`src/design/em_macros.svh`:
```
// ****************************************************************************
// efficiency monitor constants: bus and register widths, register word
// addresses and the identification words
// ****************************************************************************
`ifndef EM_MACROS_SVH
`define EM_MACROS_SVH

`define EM_AV_ADDR_WIDTH   10
`define EM_AV_DATA_WIDTH   64
`define EM_AV_BE_WIDTH     8
`define EM_BURST_WIDTH     3
`define EM_COUNT_WIDTH     32
`define EM_CSR_ADDR_WIDTH  12
`define EM_CSR_DATA_WIDTH  32

`define EM_ID_WORD         32'hdeadbeef
`define EM_VERSION         100
`define EM_REVISION        5

// only the low address bits take part in register decode
`define EM_REG_DECODE_BITS 7

`define EM_REG_ID          7'h01
`define EM_REG_VERSION     7'h02
`define EM_REG_CTRL        7'h08
`define EM_REG_WIDTHS0     7'h10
`define EM_REG_WIDTHS1     7'h11
`define EM_REG_CYCLES      7'h14
`define EM_REG_TRANSFERS   7'h18
`define EM_REG_WRITES      7'h1c
`define EM_REG_READS       7'h20
`define EM_REG_READ_BEATS  7'h24
`define EM_REG_WAITS       7'h28
`define EM_REG_IDLES       7'h34

`endif

```
`src/design/em_pkg.sv`:
```
// ****************************************************************************
// efficiency monitor types shared by the design and the testbench
// ****************************************************************************
`include "em_macros.svh"

package em_pkg;

  // memory bus fields
  typedef logic [`EM_AV_ADDR_WIDTH-1:0] av_addr_t;
  typedef logic [`EM_AV_DATA_WIDTH-1:0] av_data_t;
  typedef logic [`EM_AV_BE_WIDTH-1:0]   av_be_t;
  typedef logic [`EM_BURST_WIDTH-1:0]   burst_t;

  // event counter value
  typedef logic [`EM_COUNT_WIDTH-1:0] count_t;

  // control register port fields
  typedef logic [`EM_CSR_ADDR_WIDTH-1:0]     csr_addr_t;
  typedef logic [`EM_CSR_DATA_WIDTH-1:0]     csr_data_t;
  typedef logic [`EM_CSR_DATA_WIDTH/8-1:0]   csr_be_t;

  // stopped while the run enable is off, armed until the first command
  typedef enum logic [1:0] {
    mon_stopped,
    mon_armed,
    mon_counting
  } mon_state_e;

endpackage

```
`src/design/em_bus_sampler.sv`:
```
// ****************************************************************************
// efficiency monitor stage one: registered copy of the measured bus signals
// ****************************************************************************
`timescale 1ns/10ps

module em_bus_sampler (
  input  logic            avm_clk,
  input  logic            resync_ctl_reset_n,
  input  logic            avm_write,
  input  logic            avm_read,
  input  em_pkg::burst_t  avm_burstcount,
  input  logic            avs_waitrequest,
  input  logic            avs_readvalid,
  output logic            s_write,
  output logic            s_read,
  output logic            s_waitrequest,
  output logic            s_readvalid,
  output em_pkg::burst_t  s_burstcount
);

  // the bus path itself stays combinational, only this copy is timed here
  always_ff @(posedge avm_clk or negedge resync_ctl_reset_n) begin
    if (!resync_ctl_reset_n) begin
      s_write       <= 1'b0;
      s_read        <= 1'b0;
      s_waitrequest <= 1'b0;
      s_readvalid   <= 1'b0;
      s_burstcount  <= '0;
    end else begin
      s_write       <= avm_write;
      s_read        <= avm_read;
      s_waitrequest <= avs_waitrequest;
      s_readvalid   <= avs_readvalid;
      s_burstcount  <= avm_burstcount;
    end
  end

endmodule

```
`src/design/em_event_classifier.sv`:
```
// ****************************************************************************
// efficiency monitor stage two: one-cycle event flags from each sampled cycle
// ****************************************************************************
`timescale 1ns/10ps

module em_event_classifier (
  input  logic            avm_clk,
  input  logic            resync_ctl_reset_n,
  input  logic            s_write,
  input  logic            s_read,
  input  logic            s_waitrequest,
  input  logic            s_readvalid,
  input  em_pkg::burst_t  s_burstcount,
  output logic            ev_transfer,
  output logic            ev_write,
  output logic            ev_read,
  output logic            ev_wait,
  output logic            ev_idle,
  output logic            ev_command,
  output em_pkg::burst_t  ev_read_burst
);

  logic write_accepted;
  logic read_accepted;
  logic command;

  assign command        = s_read | s_write;
  assign write_accepted = s_write & ~s_waitrequest;
  assign read_accepted  = s_read & ~s_waitrequest;

  always_ff @(posedge avm_clk or negedge resync_ctl_reset_n) begin
    if (!resync_ctl_reset_n) begin
      ev_transfer   <= 1'b0;
      ev_write      <= 1'b0;
      ev_read       <= 1'b0;
      ev_wait       <= 1'b0;
      ev_idle       <= 1'b0;
      ev_command    <= 1'b0;
      ev_read_burst <= '0;
    end else begin
      // a read beat counts as a transfer when its data comes back
      ev_transfer   <= write_accepted | s_readvalid;
      ev_write      <= write_accepted;
      ev_read       <= read_accepted;
      ev_wait       <= command & s_waitrequest;
      ev_idle       <= ~command & ~s_readvalid;
      ev_command    <= command;
      ev_read_burst <= read_accepted ? s_burstcount : '0;
    end
  end

endmodule

```
`src/design/em_event_counters.sv`:
```
// ****************************************************************************
// efficiency monitor stage three: run state machine and wrapping counters
// ****************************************************************************
`timescale 1ns/10ps
`include "em_macros.svh"

module em_event_counters (
  input  logic                avm_clk,
  input  logic                resync_ctl_reset_n,
  input  logic                clear_req,
  input  logic                run_enable,
  input  logic                ev_transfer,
  input  logic                ev_write,
  input  logic                ev_read,
  input  logic                ev_wait,
  input  logic                ev_idle,
  input  logic                ev_command,
  input  em_pkg::burst_t      ev_read_burst,
  output em_pkg::mon_state_e  mon_state,
  output em_pkg::count_t      cycles,
  output em_pkg::count_t      transfers,
  output em_pkg::count_t      writes,
  output em_pkg::count_t      reads,
  output em_pkg::count_t      read_beats,
  output em_pkg::count_t      waits,
  output em_pkg::count_t      idles
);

  logic count_en;

  // the command that starts the measurement is counted as well
  assign count_en = run_enable &
                    ((mon_state == em_pkg::mon_counting) ||
                     (mon_state == em_pkg::mon_armed && ev_command));

  always_ff @(posedge avm_clk or negedge resync_ctl_reset_n) begin
    if (!resync_ctl_reset_n) begin
      mon_state <= em_pkg::mon_armed;
    end else if (!run_enable) begin
      mon_state <= em_pkg::mon_stopped;
    end else if (clear_req) begin
      mon_state <= em_pkg::mon_armed;
    end else begin
      case (mon_state)
        em_pkg::mon_stopped: mon_state <= em_pkg::mon_armed;
        em_pkg::mon_armed: begin
          if (ev_command) begin
            mon_state <= em_pkg::mon_counting;
          end
        end
        default: mon_state <= em_pkg::mon_counting;
      endcase
    end
  end

  // counters wrap at full scale
  always_ff @(posedge avm_clk or negedge resync_ctl_reset_n) begin
    if (!resync_ctl_reset_n) begin
      cycles     <= '0;
      transfers  <= '0;
      writes     <= '0;
      reads      <= '0;
      read_beats <= '0;
      waits      <= '0;
      idles      <= '0;
    end else if (clear_req) begin
      cycles     <= '0;
      transfers  <= '0;
      writes     <= '0;
      reads      <= '0;
      read_beats <= '0;
      waits      <= '0;
      idles      <= '0;
    end else if (count_en) begin
      cycles <= cycles + 1'b1;
      if (ev_transfer) begin
        transfers <= transfers + 1'b1;
      end
      if (ev_write) begin
        writes <= writes + 1'b1;
      end
      if (ev_read) begin
        reads      <= reads + 1'b1;
        read_beats <= read_beats +
                      {{(`EM_COUNT_WIDTH-`EM_BURST_WIDTH){1'b0}}, ev_read_burst};
      end
      if (ev_wait) begin
        waits <= waits + 1'b1;
      end
      if (ev_idle) begin
        idles <= idles + 1'b1;
      end
    end
  end

endmodule

```
`src/design/em_csr_block.sv`:
```
// ****************************************************************************
// efficiency monitor register port with request capture, read decode, run and
// clear control, and counter snapshots taken on identification reads
// ****************************************************************************
`timescale 1ns/10ps
`include "em_macros.svh"

module em_csr_block (
  input  logic                avm_clk,
  input  logic                resync_ctl_reset_n,
  input  em_pkg::csr_addr_t   csr_addr,
  input  em_pkg::csr_be_t     csr_be,
  input  logic                csr_write_req,
  input  logic                csr_read_req,
  input  em_pkg::csr_data_t   csr_wdata,
  input  em_pkg::mon_state_e  mon_state,
  input  em_pkg::count_t      cycles,
  input  em_pkg::count_t      transfers,
  input  em_pkg::count_t      writes,
  input  em_pkg::count_t      reads,
  input  em_pkg::count_t      read_beats,
  input  em_pkg::count_t      waits,
  input  em_pkg::count_t      idles,
  output em_pkg::csr_data_t   csr_rdata,
  output logic                csr_rdata_valid,
  output logic                csr_waitrequest,
  output logic                clear_req,
  output logic                run_enable
);

  logic                          int_write_req;
  logic                          int_read_req;
  logic [`EM_REG_DECODE_BITS-1:0] int_addr;
  em_pkg::csr_be_t               int_be;
  em_pkg::csr_data_t             int_wdata;
  logic                          snapshot_req;
  em_pkg::csr_data_t             status_word;
  em_pkg::count_t                snap_cycles;
  em_pkg::count_t                snap_transfers;
  em_pkg::count_t                snap_writes;
  em_pkg::count_t                snap_reads;
  em_pkg::count_t                snap_read_beats;
  em_pkg::count_t                snap_waits;
  em_pkg::count_t                snap_idles;

  assign status_word = {6'b0, mon_state == em_pkg::mon_armed,
                        mon_state == em_pkg::mon_stopped,
                        7'b0, run_enable, 16'b0};

  always_ff @(posedge avm_clk or negedge resync_ctl_reset_n) begin
    if (!resync_ctl_reset_n) begin
      int_write_req <= 1'b0;
      int_read_req  <= 1'b0;
      int_addr      <= '0;
      int_be        <= '0;
      int_wdata     <= '0;
    end else begin
      int_write_req <= csr_write_req;
      int_read_req  <= csr_read_req;
      int_addr      <= csr_addr[`EM_REG_DECODE_BITS-1:0];
      int_be        <= csr_be;
      int_wdata     <= csr_wdata;
    end
  end

  always_ff @(posedge avm_clk or negedge resync_ctl_reset_n) begin
    if (!resync_ctl_reset_n) begin
      csr_waitrequest <= 1'b1;
      csr_rdata_valid <= 1'b0;
      csr_rdata       <= '0;
      snapshot_req    <= 1'b0;
      clear_req       <= 1'b0;
      run_enable      <= 1'b1;
    end else begin
      csr_waitrequest <= 1'b0;
      csr_rdata_valid <= int_read_req;
      snapshot_req    <= int_read_req && int_addr == `EM_REG_ID;
      // writing a zero to bit 0 requests a clear
      clear_req <= int_write_req && int_addr == `EM_REG_CTRL && int_be[0] && !int_wdata[0];
      if (int_write_req && int_addr == `EM_REG_CTRL && int_be[2]) begin
        run_enable <= int_wdata[16];
      end
      if (int_read_req) begin
        case (int_addr)
          `EM_REG_ID:         csr_rdata <= `EM_ID_WORD;
          `EM_REG_VERSION:    csr_rdata <= {16'(`EM_VERSION), 16'(`EM_REVISION)};
          `EM_REG_CTRL:       csr_rdata <= status_word;
          `EM_REG_WIDTHS0:    csr_rdata <= {16'(`EM_AV_ADDR_WIDTH), 16'(`EM_AV_DATA_WIDTH)};
          `EM_REG_WIDTHS1:    csr_rdata <= {16'(`EM_AV_BE_WIDTH), 16'(`EM_BURST_WIDTH)};
          `EM_REG_CYCLES:     csr_rdata <= snap_cycles;
          `EM_REG_TRANSFERS:  csr_rdata <= snap_transfers;
          `EM_REG_WRITES:     csr_rdata <= snap_writes;
          `EM_REG_READS:      csr_rdata <= snap_reads;
          `EM_REG_READ_BEATS: csr_rdata <= snap_read_beats;
          `EM_REG_WAITS:      csr_rdata <= snap_waits;
          `EM_REG_IDLES:      csr_rdata <= snap_idles;
          default:            csr_rdata <= '0;
        endcase
      end
    end
  end

  // counters are read back from the copy taken at the last identification read
  always_ff @(posedge avm_clk or negedge resync_ctl_reset_n) begin
    if (!resync_ctl_reset_n) begin
      snap_cycles     <= '0;
      snap_transfers  <= '0;
      snap_writes     <= '0;
      snap_reads      <= '0;
      snap_read_beats <= '0;
      snap_waits      <= '0;
      snap_idles      <= '0;
    end else if (snapshot_req) begin
      snap_cycles     <= cycles;
      snap_transfers  <= transfers;
      snap_writes     <= writes;
      snap_reads      <= reads;
      snap_read_beats <= read_beats;
      snap_waits      <= waits;
      snap_idles      <= idles;
    end
  end

endmodule

```
`src/design/em_single_top.sv`:
```
// ****************************************************************************
// memory bus efficiency monitor, passes the bus through unchanged and
// measures it in a sample, classify and count pipeline
// ****************************************************************************
`timescale 1ns/10ps

module em_single_top (
  input  logic               avm_clk,
  input  logic               resync_ctl_reset_n,
  input  em_pkg::csr_addr_t  csr_addr,
  input  em_pkg::csr_be_t    csr_be,
  input  logic               csr_write_req,
  input  logic               csr_read_req,
  input  em_pkg::csr_data_t  csr_wdata,
  output em_pkg::csr_data_t  csr_rdata,
  output logic               csr_rdata_valid,
  output logic               csr_waitrequest,
  input  em_pkg::av_addr_t   avm_address,
  input  em_pkg::av_be_t     avm_be,
  input  em_pkg::burst_t     avm_burstcount,
  input  logic               avm_beginbursttransfer,
  output logic               avm_waitrequest,
  input  logic               avm_write,
  input  logic               avm_read,
  output logic               avm_readvalid,
  input  em_pkg::av_data_t   avm_wdata,
  output em_pkg::av_data_t   avm_rdata,
  output em_pkg::av_addr_t   avs_address,
  output em_pkg::av_be_t     avs_be,
  output em_pkg::burst_t     avs_burstcount,
  output logic               avs_beginbursttransfer,
  input  logic               avs_waitrequest,
  output logic               avs_write,
  output logic               avs_read,
  input  logic               avs_readvalid,
  output em_pkg::av_data_t   avs_wdata,
  input  em_pkg::av_data_t   avs_rdata
);

  logic                s_write;
  logic                s_read;
  logic                s_waitrequest;
  logic                s_readvalid;
  em_pkg::burst_t      s_burstcount;
  logic                ev_transfer;
  logic                ev_write;
  logic                ev_read;
  logic                ev_wait;
  logic                ev_idle;
  logic                ev_command;
  em_pkg::burst_t      ev_read_burst;
  logic                clear_req;
  logic                run_enable;
  em_pkg::mon_state_e  mon_state;
  em_pkg::count_t      cycles;
  em_pkg::count_t      transfers;
  em_pkg::count_t      writes;
  em_pkg::count_t      reads;
  em_pkg::count_t      read_beats;
  em_pkg::count_t      waits;
  em_pkg::count_t      idles;

  // the monitor only observes, back-pressure stays with the slave
  assign avs_address            = avm_address;
  assign avs_be                 = avm_be;
  assign avs_burstcount         = avm_burstcount;
  assign avs_beginbursttransfer = avm_beginbursttransfer;
  assign avs_write              = avm_write;
  assign avs_read               = avm_read;
  assign avs_wdata              = avm_wdata;
  assign avm_waitrequest        = avs_waitrequest;
  assign avm_readvalid          = avs_readvalid;
  assign avm_rdata              = avs_rdata;

  em_bus_sampler em_bus_sampler_i (
    .avm_clk            (avm_clk),
    .resync_ctl_reset_n (resync_ctl_reset_n),
    .avm_write          (avm_write),
    .avm_read           (avm_read),
    .avm_burstcount     (avm_burstcount),
    .avs_waitrequest    (avs_waitrequest),
    .avs_readvalid      (avs_readvalid),
    .s_write            (s_write),
    .s_read             (s_read),
    .s_waitrequest      (s_waitrequest),
    .s_readvalid        (s_readvalid),
    .s_burstcount       (s_burstcount)
  );

  em_event_classifier em_event_classifier_i (
    .avm_clk            (avm_clk),
    .resync_ctl_reset_n (resync_ctl_reset_n),
    .s_write            (s_write),
    .s_read             (s_read),
    .s_waitrequest      (s_waitrequest),
    .s_readvalid        (s_readvalid),
    .s_burstcount       (s_burstcount),
    .ev_transfer        (ev_transfer),
    .ev_write           (ev_write),
    .ev_read            (ev_read),
    .ev_wait            (ev_wait),
    .ev_idle            (ev_idle),
    .ev_command         (ev_command),
    .ev_read_burst      (ev_read_burst)
  );

  em_event_counters em_event_counters_i (
    .avm_clk            (avm_clk),
    .resync_ctl_reset_n (resync_ctl_reset_n),
    .clear_req          (clear_req),
    .run_enable         (run_enable),
    .ev_transfer        (ev_transfer),
    .ev_write           (ev_write),
    .ev_read            (ev_read),
    .ev_wait            (ev_wait),
    .ev_idle            (ev_idle),
    .ev_command         (ev_command),
    .ev_read_burst      (ev_read_burst),
    .mon_state          (mon_state),
    .cycles             (cycles),
    .transfers          (transfers),
    .writes             (writes),
    .reads              (reads),
    .read_beats         (read_beats),
    .waits              (waits),
    .idles              (idles)
  );

  em_csr_block em_csr_block_i (
    .avm_clk            (avm_clk),
    .resync_ctl_reset_n (resync_ctl_reset_n),
    .csr_addr           (csr_addr),
    .csr_be             (csr_be),
    .csr_write_req      (csr_write_req),
    .csr_read_req       (csr_read_req),
    .csr_wdata          (csr_wdata),
    .mon_state          (mon_state),
    .cycles             (cycles),
    .transfers          (transfers),
    .writes             (writes),
    .reads              (reads),
    .read_beats         (read_beats),
    .waits              (waits),
    .idles              (idles),
    .csr_rdata          (csr_rdata),
    .csr_rdata_valid    (csr_rdata_valid),
    .csr_waitrequest    (csr_waitrequest),
    .clear_req          (clear_req),
    .run_enable         (run_enable)
  );

endmodule

```
`config.mk`:
```
export PLATFORM = sky130hd
export DESIGN_NAME = em_single_top
export DESIGN_NICKNAME = d
export VERILOG_FILES = /design/src/design/em_pkg.sv /design/src/design/em_bus_sampler.sv /design/src/design/em_event_classifier.sv /design/src/design/em_event_counters.sv /design/src/design/em_csr_block.sv /design/src/design/em_single_top.sv
export VERILOG_INCLUDE_DIRS = /design/src /design/src/design
export SDC_FILE = /design/constraint.sdc
export NUM_CORES = 1
export LEC_CHECK = 0
export ABC_AREA = 1
export ABC_CLOCK_PERIOD_IN_PS = 1600
export CAP_MARGIN = 20
export CORE_ASPECT_RATIO = 0.9
export CORE_UTILIZATION = 50
export DETAILED_ROUTE_END_ITERATION = 10
export DONT_BUFFER_PORTS = 1
export GPL_TIMING_DRIVEN = 0
export HOLD_SLACK_MARGIN = 0.06
export PLACE_DENSITY = 0.68
export SLEW_MARGIN = 40
export SYNTH_ARGS = -nofsm -noshare
export SYNTH_HDL_FRONTEND = slang
export SYNTH_HIERARCHICAL = 1
export SYNTH_SLANG_ARGS = --single-unit
```
`constraint.sdc`:
```
create_clock -name avm_clk -period 1.6 [get_ports avm_clk]
set_input_delay 0 -clock avm_clk [delete_from_list [all_inputs] [get_ports avm_clk]]
set_output_delay 0 -clock avm_clk [all_outputs]
set_load 0.005 [all_outputs]
```
==> metrics.md <==
| Metric | Value |
|---|---|
| Post-Synthesis Cells | `3641` |
| Worst slew pin tran | `1450 ps` |
| Vias in the first global route | `23400` |
| CTS Sinks | `516` |
| Minimum clock period | `1920 ps` |
| Hpwl dp | `69500 µm` |
| 1st-iter DRT viols | `3351` |
| #FFs+latches synth | `516` |
| Die Width | `250 µm` |
| Reg-to-Reg Start | `em_event_counters_i/mon_state[0]$_DFFE_PN1P_` |
| PortBufs | `0` |
| Delay-heaviest family, CP | `buffers and inverters` |
| Critical Path Source | `em_event_counters_i/mon_state[0]$_DFFE_PN1P_` |
| CP most frequent cell | `nor2_4` |
| Clock Tree Buf Depth | `3` |
| Slowest CP cell | `dfstp_2` |
| Worst R2R Setup Slack | `-320 ps` |
| RSZ-0062 raised after global routing | `yes` |
| Slew Viols, Final | `0` |
| Clock latency on the worst-skew pair | `630 ps` |
| Setup Skew | `23.4 ps` |
| Largest net degree at the start of global routing | `517` |
| Worst setup path class | `reg2reg` |
| Leading post-synthesis cells by cell area | `dfrtp_1 (47%), nand2_1 (13%), nor2_1 (7.8%), inv_1 (5.0%), mux2_2 (4.7%)` |
| Synthesis-to-finish area growth | `30.8%` |
| Final Util | `66.3%` |
| Crit Reg-Reg Endpoint | `em_event_counters_i/writes[15]$_DFFE_PN0P_` |
| PD cells | `764 nW/µm²` |
| Mapped Area | `27600 µm²` |
| Crit share post-route | `120%` |
| GRT Resource Usage Total | `34.3%` |
| Startpoint Class | `flop` |
| Pre-CTS WS | `-1380 ps` |
| Placer congestion estimate | `1.02` |
| Mapped Avg Cell Area | `7.58 µm²` |
| Worst EP arrival | `2430 ps` |
| CTS H-tree lvls | `2` |
| Layout cell share with drive strength beyond 1 | `29.3%` |
| Outcome | `complete, but fails checks` |
| Crit Path Max Fanout | `7` |
| Failing checks | `negative hold slack, negative setup slack` |
| Worst Hold Class | `in2async` |
| Share of the synthesized area in the top cell type | `46.5%` |
| Root Driver | `clkbuf_16` |
| Rel. slew slack | `3.20%` |
| FMAX | `521 MHz` |
| DR pass1 iterations | `6` |
| Static leakage | `16.1 nW` |
| IO Pins | `394` |
| CTS hold repair buffers | `40` |
| Max-Cap Viols | `0` |
| Initial cell density of the core | `50.7%` |
| Slowest stage delay, CP | `560 ps` |
| Hold slack | `-869 ps` |
| Final setup viols | `257` |
| Register area share after synthesis | `46.8%` |
| Cell row count | `81` |
| Worst setup slack after layout | `-320 ps` |
| First-pass GRT wire length | `144000 µm` |
| Initial antenna violation count | `0` |
| Commonest non-fill, non-tap cells in the layout | `nand2_1 (816), dfrtp_1 (502), nor2_1 (462)` |
| Critical-path cell list | `nor2_4 > nor2_4 > buf_12 > nand3_4 > nand2_4 > buf_8 > clkinvlp_4 > buf_4 > nand2_2 > nand2_1` |
| Yosys warnings | `6` |
| Vias/cell | `5.72` |
| CP Buf/Inv Count | `4` |
| Nets@finish | `4095` |
| Core outline area | `54400 µm²` |
| Post-synth EDFFs | `0` |
| Die area | `56100 µm²` |
| Final ANT Viol Nets | `0` |
| Average routed wire per standard cell | `22.1 µm` |
| Post-synth top flop | `dfrtp_1` |
| Routed wire length | `102000 µm` |
| # DRC | `0` |
| Post-synthesis cell type with the largest combined area | `dfrtp_1` |
| Most common cell after layout, fill and taps aside | `nand2_1` |
| Via count | `26500` |
| Clock transition at path regs | `70 ps` |
| CTS Buf Count | `54` |
| Crit. End Element | `flop` |
| Post-synth net total | `3857` |
| Yosys cell types | `35` |
| R2R cell count | `10` |
| Setup crit end | `em_event_counters_i/writes[15]$_DFFE_PN0P_` |
| GRT overflow | `0` |
| Final Hold Fails | `516` |
| Die H | `225 µm` |
| Instance count on the critical path | `10` |
| Peak VDD IR | `0.969 mV` |
| CTS tree | `done` |
| Post-synth ARST share | `100%` |
| Crit path required time | `2110 ps` |
logic make-up after synthesis:
| family | count (synthesis) | share of synthesized area, % |
|---|---|---|
| AND/OR/NAND/NOR | 1952 | 29.2 |
| buffers and inverters | 652 | 11.3 |
| flip-flops | 516 | 46.8 |
| AO/OA/AOI/OAI | 386 | 7.20 |
| multiplexers | 116 | 4.74 |
| adder cells (fa/ha/maj) | 10 | 0.481 |
| XOR/XNOR | 8 | 0.254 |
| other | 1 | 0.0136 |
cell usage after synthesis, types with 6 or more instances:
cell type and n:
a21oi_1 84, and3_1 6, buf_1 6, buf_2 61
buf_4 158, clkbuf_1 51, dfrtp_1 513, ha_1 9
inv_1 370, mux2_2 116, nand2_1 961, nand3_1 242
nand3b_1 24, nand4_1 63, nor2_1 575, nor3_1 53
nor3b_1 15, o21ai_0 246, o21ai_1 32, o21bai_1 11
o31ai_1 6, xor2_1 8
report_power, final:
group          leakage (nW)  internal [mW]  total (mW)  switching, mW
clock network         0.891           7.74        13.2           5.49
registers              7.12           13.1        13.2         0.0795
logic                  8.09          0.613        1.14          0.529
total                  16.1           21.5        27.6           6.10
state kept, by name (all words and copies together), names as in the netlist, 7 cells and up:
register and flops:
em_csr_block_i/int_addr 7, em_csr_block_i/snap_waits 32, em_csr_block_i/snap_reads 32, em_event_counters_i/transfers 32, em_event_counters_i/waits 32, em_csr_block_i/snap_writes 32, em_event_counters_i/idles 32, em_csr_block_i/snap_read_beats 32
em_csr_block_i/snap_idles 32, em_csr_block_i/csr_rdata 32, em_event_counters_i/read_beats 32, em_event_counters_i/writes 32, em_event_counters_i/cycles 32, em_csr_block_i/snap_transfers 32, em_csr_block_i/snap_cycles 32, em_event_counters_i/reads 32
stage by stage:
stage	instances	hold slack (ps)	total power [mW]	setup TNS (ps)	area [µm²]
floorplan	3641	-296	13.9	-544	27600
global placement	4346	-258	14.1	-331240	28500
detailed placement	4347	-255	14.1	-298110	28500
CTS	4556	-908	27.4	-26120	33300
global route	4622	-910	28.3	-62470	36100
finish	4623	-869	27.6	-44220	36100
what timing repair did:
| action | 4_1_cts | 5_1_grt |
|---|---|---|
| pin swaps | 68 | 213 |
| endpoints found under the hold margin | 536 | 516 |
| endpoints found under the setup margin | 481 | 406 |
| resized for setup | 523 | 584 |
| gates cloned | 12 | 15 |
| setup buffers | 63 | 62 |
metal layers:
layer / share of wire [%] / GRT usage, % / wire (µm) / up-vias
met5: 0 / 0 / 0 / -
met4: 3.8 / 10.9 / 3850 / 0
met3: 11 / 7.74 / 11000 / 230
met2: 43 / 49.9 / 44200 / 1419
met1: 42 / 50.5 / 43000 / 12900
li1: - / - / - / 11900
how the worst min path moves through the flow:
| stage | to | depth (start not counted) |
|---|---|---|
| finish | em_event_counters_i/reads[14]$_DFFE_PN0P_ | 0 |
| global route | em_event_counters_i/reads[14]$_DFFE_PN0P_ | 0 |
| CTS | em_event_counters_i/waits[21]$_DFFE_PN0P_ | 0 |
| detailed placement | em_event_counters_i/reads[12]$_DFFE_PN0P_ | 0 |
| global placement | em_event_counters_i/reads[12]$_DFFE_PN0P_ | 0 |
| floorplan | em_bus_sampler_i/s_burstcount[0]$_DFF_PN0_ | 0 |
area by class of cell:
class | count | area [µm²]
antenna | 1 | 2.50
buffer | 272 | 2400
clock buffer | 73 | 1550
clock inverter | 21 | 279
fill | 4369 | 18400
inverter | 376 | 1470
multi-input combinational | 2473 | 14300
sequential | 516 | 12900
tap | 705 | 882
timing repair buffer | 186 | 2250
Power figures use the tool's default switching activity.
